[config.mk]
export PLATFORM = sky130hd
export DESIGN_NAME = pipe_ctrl_top
export DESIGN_NICKNAME = d
export VERILOG_FILES = /design/src/rtl/hazard_pkg.sv /design/src/rtl/pipe_ctrl_top.sv /design/src/rtl/retire_tracker.sv /design/src/rtl/hazard_unit.sv /design/src/rtl/stage_reg.sv /design/src/rtl/inst_decoder.sv
export SDC_FILE = /design/constraint.sdc
export NUM_CORES = 1
export LEC_CHECK = 0
export ABC_AREA = 1
export BUFFER_PORTS_ARGS = -buffer_cell sky130_fd_sc_hd__buf_2
export CORE_AREA = 2 2 101 103
export DETAILED_ROUTE_END_ITERATION = 7
export DIE_AREA = 0 0 103 105
export PLACE_DENSITY = 0.85
export SETUP_SLACK_MARGIN = 0.3
export SYNTH_ARGS = -nofsm -noshare
export SYNTH_HDL_FRONTEND = slang
export SYNTH_SLANG_ARGS = --single-unit
[constraint.sdc]
create_clock -name clk -period 2.5 [get_ports clk]
set_input_delay 0.5 -clock clk [delete_from_list [all_inputs] [get_ports clk]]
set_output_delay 0.5 -clock clk [all_outputs]
set_load 0.01 [all_outputs]
[src/rtl/hazard_pkg.sv]
package hazard_pkg;

  // number of stage registers between fetch and retirement
  // index 0 holds the instruction in ID and index 4 the one in WB
  localparam int num_stages = 5;

  // result source of an instruction, selected in the write back stage
  localparam logic [1:0] result_src_alu          = 2'd0;
  localparam logic [1:0] result_src_dmem_rd_data = 2'd1;
  localparam logic [1:0] result_src_pc_plus4     = 2'd2;

  // operand select codes for the two EX stage operand muxes
  localparam logic [2:0] fwd_no_forward      = 3'd0;
  localparam logic [2:0] fwd_mem1_alu_result = 3'd1;
  localparam logic [2:0] fwd_mem2_mem_rdata  = 3'd2;
  localparam logic [2:0] fwd_mem2_alu_result = 3'd3;
  localparam logic [2:0] fwd_wb_result       = 3'd4;

  // base opcodes of the RV32I instruction set
  localparam logic [6:0] opcode_load   = 7'b0000011;
  localparam logic [6:0] opcode_store  = 7'b0100011;
  localparam logic [6:0] opcode_branch = 7'b1100011;
  localparam logic [6:0] opcode_jal    = 7'b1101111;
  localparam logic [6:0] opcode_jalr   = 7'b1100111;
  localparam logic [6:0] opcode_op     = 7'b0110011;
  localparam logic [6:0] opcode_op_imm = 7'b0010011;
  localparam logic [6:0] opcode_lui    = 7'b0110111;
  localparam logic [6:0] opcode_auipc  = 7'b0010111;
  localparam logic [6:0] opcode_system = 7'b1110011;

  // register to register layout, also the source of rs2 for stores and branches
  typedef struct packed {
    logic [6:0] funct7;
    logic [4:0] rs2;
    logic [4:0] rs1;
    logic [2:0] funct3;
    logic [4:0] rd;
    logic [6:0] opcode;
  } inst_r_t;

  // immediate layout, the upper twelve bits tell ecall from ebreak
  typedef struct packed {
    logic [11:0] imm12;
    logic [4:0]  rs1;
    logic [2:0]  funct3;
    logic [4:0]  rd;
    logic [6:0]  opcode;
  } inst_i_t;

  // one fetched word seen through either field layout
  typedef union packed {
    logic [31:0] raw;
    inst_r_t     r;
    inst_i_t     i;
  } inst_word_u;

  // what the hazard logic needs to know about the instruction in a stage
  // an all zero record is a bubble and can never match a live register
  typedef struct packed {
    logic       valid;
    logic [4:0] rs1;
    logic [4:0] rs2;
    logic [4:0] rd;
    logic [1:0] result_src;
    logic       trap;
  } stage_meta_t;

  // operand selects for EX and the register file bypass bits for ID
  typedef struct packed {
    logic [2:0] ex_a;
    logic [2:0] ex_b;
    logic       id_a;
    logic       id_b;
  } fwd_sel_t;

endpackage
[src/rtl/pipe_ctrl_top.sv]
module pipe_ctrl_top (
  input  logic                              clk,
  input  logic                              rst_n,
  input  hazard_pkg::inst_word_u            inst,
  input  logic                              inst_valid,
  input  logic                              pc_src,
  input  logic                              axil_en,
  input  logic                              axil_done_read,
  input  logic                              axil_done_write,
  output logic                              fetch_stall,
  output logic [hazard_pkg::num_stages-1:0] stall,
  output logic [hazard_pkg::num_stages-1:0] flush,
  output hazard_pkg::fwd_sel_t              fwd,
  output logic                              retire_valid,
  output logic [4:0]                        retire_rd,
  output logic                              retire_trap,
  output logic [31:0]                       retire_count
);

  // decoded record of the word that fetch presents this cycle
  hazard_pkg::stage_meta_t dec_meta;

  // input and output of every stage register, index 0 is IF/ID
  hazard_pkg::stage_meta_t stage_d [hazard_pkg::num_stages];
  hazard_pkg::stage_meta_t stages  [hazard_pkg::num_stages];

  // the WB record as seen by the tracker
  hazard_pkg::stage_meta_t wb_leave;

  inst_decoder u_decoder (
    .inst       (inst),
    .inst_valid (inst_valid),
    .meta       (dec_meta)
  );

  // IF/ID loads from the decoder and every later slot from the one before it
  for (genvar i = 0; i < hazard_pkg::num_stages; i++) begin : g_stage
    if (i == 0) begin : g_first
      assign stage_d[i] = dec_meta;
    end else begin : g_next
      assign stage_d[i] = stages[i-1];
    end

    stage_reg u_stage_reg (
      .clk   (clk),
      .rst_n (rst_n),
      .stall (stall[i]),
      .flush (flush[i]),
      .d     (stage_d[i]),
      .q     (stages[i])
    );
  end

  hazard_unit u_hazard (
    .stages          (stages),
    .pc_src          (pc_src),
    .axil_en         (axil_en),
    .axil_done_read  (axil_done_read),
    .axil_done_write (axil_done_write),
    .stall           (stall),
    .flush           (flush),
    .fwd             (fwd),
    .fetch_stall     (fetch_stall)
  );

  // WB only retires on the cycle its record actually leaves the stage
  // a held record under bus stall would otherwise be reported every cycle
  always_comb begin
    wb_leave       = stages[hazard_pkg::num_stages-1];
    wb_leave.valid = stages[hazard_pkg::num_stages-1].valid &
                     (~stall[hazard_pkg::num_stages-1] | flush[hazard_pkg::num_stages-1]);
  end

  retire_tracker u_retire (
    .clk          (clk),
    .rst_n        (rst_n),
    .wb           (wb_leave),
    .retire_valid (retire_valid),
    .retire_rd    (retire_rd),
    .retire_trap  (retire_trap),
    .retire_count (retire_count)
  );

endmodule

[src/rtl/retire_tracker.sv]
module retire_tracker (
  input  logic                    clk,
  input  logic                    rst_n,
  input  hazard_pkg::stage_meta_t wb,
  output logic                    retire_valid,
  output logic [4:0]              retire_rd,
  output logic                    retire_trap,
  output logic [31:0]             retire_count
);

  logic count_en;

  // the record is only live in the cycle it leaves WB
  assign retire_valid = wb.valid;

  // bubbles report x0 so a stray rd never shows up on the port
  assign retire_rd = wb.valid ? wb.rd : 5'd0;

  // a trapping instruction retires as a trap strobe and does not count
  assign retire_trap = wb.valid & wb.trap;

  assign count_en = wb.valid & ~wb.trap;

  // number of instructions that completed without a trap since reset
  always_ff @(posedge clk or negedge rst_n) begin
    if (!rst_n) begin
      retire_count <= 32'd0;
    end else if (count_en) begin
      retire_count <= retire_count + 32'd1;
    end
  end

endmodule

[src/rtl/hazard_unit.sv]
module hazard_unit (
  input  hazard_pkg::stage_meta_t                 stages [hazard_pkg::num_stages],
  input  logic                                    pc_src,
  input  logic                                    axil_en,
  input  logic                                    axil_done_read,
  input  logic                                    axil_done_write,
  output logic [hazard_pkg::num_stages-1:0]       stall,
  output logic [hazard_pkg::num_stages-1:0]       flush,
  output hazard_pkg::fwd_sel_t                    fwd,
  output logic                                    fetch_stall
);

  // names for the stage records, index 0 is ID and index 4 is WB
  hazard_pkg::stage_meta_t id_st;
  hazard_pkg::stage_meta_t ex_st;
  hazard_pkg::stage_meta_t mem1_st;
  hazard_pkg::stage_meta_t mem2_st;
  hazard_pkg::stage_meta_t wb_st;

  logic bus_stall;
  logic load_use;
  logic id_rs1_hit_ex;
  logic id_rs2_hit_ex;
  logic trap_mem1_up;
  logic trap_mem2_up;

  assign id_st   = stages[0];
  assign ex_st   = stages[1];
  assign mem1_st = stages[2];
  assign mem2_st = stages[3];
  assign wb_st   = stages[4];

  // picks the youngest producer of src that is older than EX
  // x0 is never forwarded because its value is a constant zero
  function automatic logic [2:0] ex_fwd_sel(
    input logic [4:0]              src,
    input hazard_pkg::stage_meta_t mem1,
    input hazard_pkg::stage_meta_t mem2,
    input hazard_pkg::stage_meta_t wb
  );
    logic [2:0] sel;
    if (src == 5'd0) begin
      sel = hazard_pkg::fwd_no_forward;
    end else if (src == mem1.rd) begin
      sel = hazard_pkg::fwd_mem1_alu_result;
    end else if ((src == mem2.rd) &&
                 (mem2.result_src == hazard_pkg::result_src_dmem_rd_data)) begin
      // load data only exists once the access has come back in MEM2
      sel = hazard_pkg::fwd_mem2_mem_rdata;
    end else if (src == mem2.rd) begin
      sel = hazard_pkg::fwd_mem2_alu_result;
    end else if (src == wb.rd) begin
      sel = hazard_pkg::fwd_wb_result;
    end else begin
      sel = hazard_pkg::fwd_no_forward;
    end
    return sel;
  endfunction

  // a peripheral access in MEM1 is still waiting for its done strobe
  assign bus_stall = axil_en & ~(axil_done_read | axil_done_write);

  // the instruction in ID needs a value that the load in EX has not read yet
  assign id_rs1_hit_ex = (id_st.rs1 != 5'd0) && (id_st.rs1 == ex_st.rd);
  assign id_rs2_hit_ex = (id_st.rs2 != 5'd0) && (id_st.rs2 == ex_st.rd);
  assign load_use = (ex_st.result_src == hazard_pkg::result_src_dmem_rd_data) &&
                    (id_rs1_hit_ex || id_rs2_hit_ex);

  always_comb begin
    fwd.ex_a = ex_fwd_sel(ex_st.rs1, mem1_st, mem2_st, wb_st);
    fwd.ex_b = ex_fwd_sel(ex_st.rs2, mem1_st, mem2_st, wb_st);
  end

  // ID reads the register file while WB writes it, so a match bypasses the write
  // both records must hold a live instruction, which keeps bubbles from matching
  assign fwd.id_a = id_st.valid && wb_st.valid && (id_st.rs1 == wb_st.rd);
  assign fwd.id_b = id_st.valid && wb_st.valid && (id_st.rs2 == wb_st.rd);

  // a trap anywhere from this stage down to WB
  assign trap_mem2_up = mem2_st.trap | wb_st.trap;
  assign trap_mem1_up = mem1_st.trap | trap_mem2_up;

  // a trap only clears stages younger than itself, so it still reaches WB
  // the branch and load-use flushes wait out a bus stall, otherwise the
  // instruction that caused them would be wiped while it is frozen in place
  assign flush[0] = (pc_src & ~bus_stall) | ex_st.trap | trap_mem1_up;
  assign flush[1] = ((pc_src | load_use) & ~bus_stall) | trap_mem1_up;
  assign flush[2] = trap_mem2_up;
  assign flush[3] = wb_st.trap;
  assign flush[4] = wb_st.trap;

  // load-use holds fetch and ID for one cycle while a bubble goes into EX
  assign stall[0] = load_use | bus_stall;
  assign stall[1] = bus_stall;
  assign stall[2] = bus_stall;
  assign stall[3] = bus_stall;
  assign stall[4] = bus_stall;

  // fetch presents the same word again whenever ID cannot take it
  assign fetch_stall = load_use | bus_stall;

endmodule

[src/rtl/stage_reg.sv]
module stage_reg (
  input  logic                    clk,
  input  logic                    rst_n,
  input  logic                    stall,
  input  logic                    flush,
  input  hazard_pkg::stage_meta_t d,
  output hazard_pkg::stage_meta_t q
);

  // one slot of the pipe
  // a flush writes a bubble even while the slot is stalled, so a stage
  // that is being cleared never keeps a stale instruction around
  always_ff @(posedge clk or negedge rst_n) begin
    if (!rst_n) begin
      q <= '0;
    end else if (flush) begin
      q <= '0;
    end else if (!stall) begin
      q <= d;
    end
  end

endmodule

[src/rtl/inst_decoder.sv]
module inst_decoder (
  input  hazard_pkg::inst_word_u  inst,
  input  logic                    inst_valid,
  output hazard_pkg::stage_meta_t meta
);

  // ecall and ebreak share funct3 zero and differ only in imm12
  logic is_env_call;

  assign is_env_call = (inst.i.funct3 == 3'd0) &&
                       ((inst.i.imm12 == 12'h000) || (inst.i.imm12 == 12'h001));

  always_comb begin
    // start from the register fields of the word and trim them per format
    meta            = '0;
    meta.valid      = 1'b1;
    meta.rs1        = inst.r.rs1;
    meta.rs2        = inst.r.rs2;
    meta.rd         = inst.r.rd;
    meta.result_src = hazard_pkg::result_src_alu;

    case (inst.r.opcode)
      hazard_pkg::opcode_load: begin
        // loads write from the data memory read port, no rs2
        meta.rs2        = 5'd0;
        meta.result_src = hazard_pkg::result_src_dmem_rd_data;
      end
      hazard_pkg::opcode_store,
      hazard_pkg::opcode_branch: begin
        // stores and branches read both sources and never write a register
        meta.rd = 5'd0;
      end
      hazard_pkg::opcode_jal: begin
        // jal has only a destination, the link value is pc plus four
        meta.rs1        = 5'd0;
        meta.rs2        = 5'd0;
        meta.result_src = hazard_pkg::result_src_pc_plus4;
      end
      hazard_pkg::opcode_jalr: begin
        meta.rs2        = 5'd0;
        meta.result_src = hazard_pkg::result_src_pc_plus4;
      end
      hazard_pkg::opcode_op: begin
        // full r-type, all three register fields are live
        meta.result_src = hazard_pkg::result_src_alu;
      end
      hazard_pkg::opcode_op_imm: begin
        meta.rs2 = 5'd0;
      end
      hazard_pkg::opcode_lui,
      hazard_pkg::opcode_auipc: begin
        // upper immediate forms carry no source register at all
        meta.rs1 = 5'd0;
        meta.rs2 = 5'd0;
      end
      hazard_pkg::opcode_system: begin
        // every system word traps, env calls have no register operands
        meta.trap = 1'b1;
        meta.rs2  = 5'd0;
        if (is_env_call) begin
          meta.rs1 = 5'd0;
          meta.rd  = 5'd0;
        end
      end
      default: begin
        // an unknown opcode is an illegal instruction trap without operands
        meta.rs1  = 5'd0;
        meta.rs2  = 5'd0;
        meta.rd   = 5'd0;
        meta.trap = 1'b1;
      end
    endcase

    // no strobe means a bubble enters ID
    if (!inst_valid) begin
      meta = '0;
    end
  end

endmodule

==> results.sh, run 1 <==
export IMPL_drc=0
export IMPL_fin_area_um2=6570
export IMPL_ys_ff_latch=95
export IMPL_grt_pass1_wl_um=22900
export IMPL_r2r_slack_ps=560
export IMPL_synth_simple_area_share_pct=35.8
export IMPL_vias=5488
export IMPL_clkSinkCount=95
export IMPL_dieArea_um2=10800
export IMPL_seq_power_share_pct=53.4
export IMPL_p_int_mw=2.16
export IMPL_final_max_slew_violation_count=0
export IMPL_clockPowerShare_pct=30.6
export IMPL_fmax_mhz=462
export IMPL_dpl_cell_area_um2=6240
export IMPL_diodes=0
export IMPL_initial_utilization_pct=59.6
export IMPL_cp_required_ps=2000
export IMPL_fin_nets=918
export IMPL_switchingPower_mw=1.01
export IMPL_status="finished, final reports clean"
export IMPL_synth_top_family_by_area="simple AND/OR/NAND/NOR gates"
export IMPL_worst_pin_slew_ps=591
export IMPL_fin_worst_skew_ps=19.3
export IMPL_endpoint="fwd[1]"
export IMPL_synth_compound_area_share_pct=5.12
export IMPL_wl_per_cell_um=13.9
export IMPL_cts_max_level=3
export IMPL_cts_buffers=9
export IMPL_synth_fa_ha_area_share_pct=0.218
export IMPL_syn_area_per_cell_um2=7.26
export IMPL_yosys_top_cells_area="dfrtp_1 41%, nand2_1 16%, nor2_1 5.5%"
export IMPL_max_vdd_ir_drop_v=0.000261
export IMPL_path_class="flop to primary output"
export IMPL_grt_pass1_vias=4894
export IMPL_yosysTopAreaCellShare_pct=41.4
export IMPL_tns_ps=0
export IMPL_crit_fanout=5
export IMPL_routed_wl_um=14100
export IMPL_core_um2=9640
export IMPL_power_density_nw_per_um2=483
export IMPL_grt_usage_pct=26.5
export IMPL_numPortBuffers=96
export IMPL_grt_antenna_before_repair=0
export IMPL_place_congestion=0.926
export IMPL_ant_nets=0
export IMPL_fin_ws_ps=334
export IMPL_dpl_hpwl_um=10300
export IMPL_pin_count=97
export IMPL_layout_drive_gt1_share_pct=20.8
export IMPL_clk_latency_ps=370
export IMPL_synth_area_um2=5740
export IMPL_die_y_um=105
export IMPL_grt_max_degree=47
export IMPL_rsz0062_at_grt="yes"
export IMPL_yosysTopAreaCell="dfrtp_1"
export IMPL_clockBufferDepth=2
export IMPL_finalHoldViolCount=0
export IMPL_yosysWarnings=0
export IMPL_cts_tree="done"
export IMPL_root_buffer="clkbuf_8"
export IMPL_critPathCaptureType="primary output"
export IMPL_r2r_cells=8
export IMPL_syn_inst=791
export IMPL_gr_total_overflow=0
export IMPL_pre_cts_slack_ps=364
export IMPL_firstDrtPassIters=5
export IMPL_path_clk_slew_ps=100
export IMPL_layout_common_cells="241 x nand2_1, 95 x buf_2, 84 x nor2_1, 78 x dfrtp_1, 76 x inv_1"
export IMPL_synth_cell_type_count=39
export IMPL_placementRows=36
export IMPL_synth_async_sr_flop_share_pct=100
export IMPL_pwr_share_comb_pct=16.0
export IMPL_seq_area_frac_synth_pct=41.4
export IMPL_synth_nets=831
export IMPL_synthXorXnorAreaFrac_pct=7.93
export IMPL_start_kind="flop"
export IMPL_timing_slew_headroom_pct=60.6
export IMPL_startpoint="g_stage[4].u_stage_reg.q[5]"
export IMPL_min_path_type="input port to asynchronous set/reset pin"
export IMPL_cap_violations=0
export IMPL_drtIter0Drc=540
export IMPL_critical_path_arrival_ps=1670
export IMPL_areaGrowthSynthToFinish_pct=14.4
export IMPL_critical_path_reg2reg_endpoint="g_stage[0].u_stage_reg.q[15]"
export IMPL_dp_cells=988
export IMPL_fin_crit_sh_pct=86.6
export IMPL_synth_main_ff_cell="dfrtp_1"
export IMPL_r2r_start="g_stage[4].u_stage_reg.q[0]"
export IMPL_viasPerCell=5.40
export IMPL_power_switching_share_pct=31.9
export IMPL_period_needed_ps=2170
export IMPL_leakage_nw=3.50
export IMPL_die_w_um=103
export IMPL_layout_commonest_cell="nand2_1"
export IMPL_synth_edf_count=0
export IMPL_stdcell_count=1016
export IMPL_synth_area_mux_share_pct=0
export IMPL_setup_violations=0
## flip-flops by register name (all words and copies together) (netlist names)
name	count
g_stage.u_stage_reg.q	63
u_retire.retire_count	32
## metal layers
| layer | track usage (%) | up-vias | part of all wire (%) |
|---|---|---|---|
| met2 | 38.6 | 257 | 45 |
| li1 | - | 2700 | - |
| met3 | 4.35 | 28 | 8.3 |
| met5 | 0 | - | 0 |
| met4 | 9.02 | 0 | 1.9 |
| met1 | 40.0 | 2503 | 45 |
## area by class of cell
| type | instances | area (µm²) |
|---|---|---|
| Sequential cell | 95 | 2400 |
| Inverter | 86 | 324 |
| Clock buffer | 9 | 124 |
| Fill cell | 826 | 3070 |
| Timing Repair Buffer | 116 | 646 |
| Tap cell | 133 | 166 |
| Multi-Input combinational cell | 570 | 2850 |
| Clock inverter | 7 | 63.8 |
## cells by family (layout without fill, tap and decap cells)
kind of cell             after synthesis  count (layout)
AO/OA/AOI/OAI                         48              48
XOR/XNOR                              52              52
adder cells (fa/ha/maj)                1               1
buffers and inverters                126             218
flip-flops                            95              95
AND/OR/NAND/NOR                      469             469
## worst min-delay path by stage
stage                                startpoint                      endpoint  depth (start not counted)  slack, ps
floorplan                                 rst_n   g_stage[0].u_stage_reg.q[0]                          0        200
global placement    g_stage[1].u_stage_reg.q[0]   g_stage[1].u_stage_reg.q[0]                          2        460
detailed placement  g_stage[1].u_stage_reg.q[1]   g_stage[1].u_stage_reg.q[1]                          2        470
CTS                                       rst_n     u_retire.retire_count[27]                          1        140
global route                              rst_n  g_stage[0].u_stage_reg.q[13]                          1        170
finish                                    rst_n  g_stage[1].u_stage_reg.q[11]                          1        130
## synthesized netlist by cell type (2+ instances only)
cell      count
nand2_2       5
nand4_1      43
nor2_1       84
inv_1        83
o21ai_0      18
nand3b_1      2
xor2_1       34
nor2_4        4
nor3_1       19
a22oi_1       6
dfrtp_1      95
buf_1         4
xnor2_1      18
buf_2        10
nor4_1        2
o22ai_1      10
nand2_1     245
buf_4        13
nor2_2        5
nand3_1      54
clkbuf_1     11
a21oi_1       8
buf_6         2
## power groups by stage
stage	logic (mW)	clock network, mW	registers (mW)
final	0.509	0.972	1.69
after global routing	0.563	1.06	1.70
after CTS	0.505	0.988	1.69
after detailed placement	0.501	0	1.72
after global placement	0.495	0	1.72
after floorplan	0.299	0	1.72
## repair_timing
| action | CTS | global route |
|---|---|---|
| hold buffers | 0 | 0 |
| resized for setup | 6 | 27 |
| setup buffers | 2 | 10 |
| pin swaps | 0 | 6 |
| setup endpoints to repair | 3 | 17 |
| hold endpoints to repair | 0 | 0 |
## per-stage QoR
step / util [%] / total power, mW / hold slack (ps)
global route: 68.1 / 3.32 / 170
finish: 68.1 / 3.17 / 132
CTS: 66.9 / 3.18 / 143
floorplan: - / 2.02 / 204
global placement: 64.7 / 2.21 / 464
detailed placement: 64.7 / 2.22 / 468
## critical path: stages, from the launching register on
cell and delay, ps:
dfrtp_1 520, xor2_1 220, nor4_1 370, buf_2 200
Note: power is estimated with default switching activity, not from simulation.
==> run 2: changes to the inputs <==
--- a/config.mk
+++ b/config.mk
@@ -11,6 +11,7 @@
 export DETAILED_ROUTE_END_ITERATION = 7
 export DIE_AREA = 0 0 103 105
 export PLACE_DENSITY = 0.85
+export RECOVER_POWER = 25
 export SETUP_SLACK_MARGIN = 0.3
 export SYNTH_ARGS = -nofsm -noshare
 export SYNTH_HDL_FRONTEND = slang
==> results.sh, run 2 (synthesized netlist as in run 1, its figures left out) <==
export IMPL_status="finished, final reports clean"
export IMPL_dpl_hpwl_um=10300
export IMPL_timing_slew_headroom_pct=25.2
export IMPL_cp_required_ps=2000
export IMPL_die_y_um=105
export IMPL_fin_worst_skew_ps=19.8
export IMPL_cts_tree="done"
export IMPL_min_path_type="input port to asynchronous set/reset pin"
export IMPL_critPathCaptureType="primary output"
export IMPL_cts_hold_buf=0
export IMPL_areaGrowthSynthToFinish_pct=14.0
export IMPL_drc=0
export IMPL_viasPerCell=5.43
export IMPL_largest_register_ffs=63
export IMPL_gr_total_overflow=0
export IMPL_cp_slowest_stage_delay_ps=520
export IMPL_switchingPower_mw=1.01
export IMPL_setup_violations=0
export IMPL_placementRows=36
export IMPL_finish_utilization_pct=68.0
export IMPL_start_kind="flop"
export IMPL_critical_path_cell_chain="xor2_1 -> nor4_1 -> buf_2"
export IMPL_drtIter0Drc=511
export IMPL_seq_power_share_pct=53.4
export IMPL_layout_drive_gt1_share_pct=20.8
export IMPL_cts_buffers=9
export IMPL_grt_pass1_wl_um=22900
export IMPL_r2r_slack_ps=550
export IMPL_dieArea_um2=10800
export IMPL_r2r_cells=8
export IMPL_path_clk_slew_ps=100
export IMPL_grt_antenna_before_repair=0
export IMPL_clkSinkCount=95
export IMPL_reg_top3="g_stage.u_stage_reg.q: 63 flops, u_retire.retire_count: 32 flops"
export IMPL_max_vdd_ir_drop_v=0.000261
export IMPL_clockPowerShare_pct=30.7
export IMPL_numPortBuffers=96
export IMPL_layout_commonest_cell="nand2_1"
export IMPL_grt_max_degree=47
export IMPL_fmax_mhz=462
export IMPL_pwr_share_comb_pct=16.0
export IMPL_core_um2=9640
export IMPL_routed_wl_um=14200
export IMPL_fin_crit_sh_pct=86.6
export IMPL_cp_slowest_cell="dfrtp_1"
export IMPL_p_int_mw=2.16
export IMPL_finalHoldViolCount=0
export IMPL_cts_max_level=3
export IMPL_tns_ps=0
export IMPL_pin_count=97
export IMPL_rsz0062_at_grt="yes"
export IMPL_root_buffer="clkbuf_8"
export IMPL_die_w_um=103
export IMPL_power_switching_share_pct=31.9
export IMPL_firstDrtPassIters=6
export IMPL_critical_path_arrival_ps=1660
export IMPL_fin_nets=918
export IMPL_clockBufferDepth=2
export IMPL_top_register="g_stage.u_stage_reg.q"
export IMPL_wl_per_cell_um=13.9
export IMPL_power_density_nw_per_um2=484
export IMPL_worst_pin_slew_ps=1120
export IMPL_final_max_slew_violation_count=0
export IMPL_critical_path_reg2reg_endpoint="g_stage[0].u_stage_reg.q[15]"
export IMPL_ant_nets=0
export IMPL_diodes=0
export IMPL_final_fill_count=827
export IMPL_cap_violations=0
export IMPL_clk_latency_ps=370
export IMPL_period_needed_ps=2160
export IMPL_layout_common_cells="241 x nand2_1, 95 x buf_2, 84 x nor2_1, 78 x dfrtp_1, 76 x inv_1"
export IMPL_vias=5513
export IMPL_place_congestion=0.926
export IMPL_leakage_nw=3.50
export IMPL_initial_utilization_pct=59.6
export IMPL_path_class="flop to primary output"
export IMPL_grt_usage_pct=26.5
export IMPL_grt_pass1_vias=4894
export IMPL_r2r_start="g_stage[4].u_stage_reg.q[0]"
export IMPL_crit_fanout=5
[run 2: cell count changes in the layout (fill, tap and decap cells not counted)]
cell / previous run / this run
buf_12: 1 / 0
buf_4: 20 / 19
clkbuf_2: 0 / 2
[run 2: through the flow]
step	setup slack, ps	hold slack (ps)	power (mW)	instances	instance area (µm²)
final	336	338	3.17	1016	6550
after global routing	234	400	3.32	1016	6550
after CTS	302	143	3.18	1006	6450
after detailed placement	364	468	2.22	988	6240
after global placement	402	464	2.21	988	6240
after floorplan	555	204	2.02	791	5740
[run 2: layout make-up]
class | count | area, µm² | share of cell area [%]
multi-input cells | 570 | 2850 | 43.4
flip-flops and latches | 95 | 2400 | 36.6
repair buffers | 116 | 628 | 9.59
inverters | 86 | 324 | 4.95
well taps | 133 | 166 | 2.54
clock buffers | 9 | 124 | 1.89
clock inverters | 7 | 63.8 | 0.974
[run 2: layer usage]
layer / vias to the layer above / global-route usage [%] / wire length (µm)
li1: 2702 / - / -
met1: 2529 / 40.0 / 6440
met2: 254 / 38.6 / 6310
met3: 28 / 4.35 / 1130
met4: 0 / 9.02 / 282
met5: - / 0 / 0
[run 2: worst max-delay path, delay by kind of cell (launching register included)]
| family | cells | cell delay (ps) |
|---|---|---|
| buf+inv | 1 | 200 |
| simple gates | 1 | 370 |
| xor+xnor | 1 | 220 |
| flops | 1 | 520 |
[run 2: how the worst max path moves through the flow]
stage	startpoint	endpoint	cells after the start
5_1_grt	g_stage[1].u_stage_reg.q[17]	fwd[7]	7
3_3_place_gp	axil_done_write	retire_rd[1]	8
2_1_floorplan	axil_done_write	retire_valid	6
3_5_place_dp	axil_done_write	retire_rd[3]	8
6_report	g_stage[4].u_stage_reg.q[5]	fwd[1]	3
4_1_cts	g_stage[1].u_stage_reg.q[13]	fwd[5]	7
[run 2: repair_timing]
item / CTS / global route
setup endpoints to repair: 3 / 17
resized for setup: 6 / 27
buffers inserted: 2 / 10
hold endpoints to repair: 0 / 0
pin swaps: 0 / 6
[run 2: power by group through the flow]
stage / clock (mW) / combinational, mW / sequential, mW
5_1_grt: 1.06 / 0.559 / 1.70
4_1_cts: 0.988 / 0.505 / 1.69
3_5_place_dp: 0 / 0.501 / 1.72
3_3_place_gp: 0 / 0.495 / 1.72
6_report: 0.972 / 0.506 / 1.69
2_1_floorplan: 0 / 0.299 / 1.72
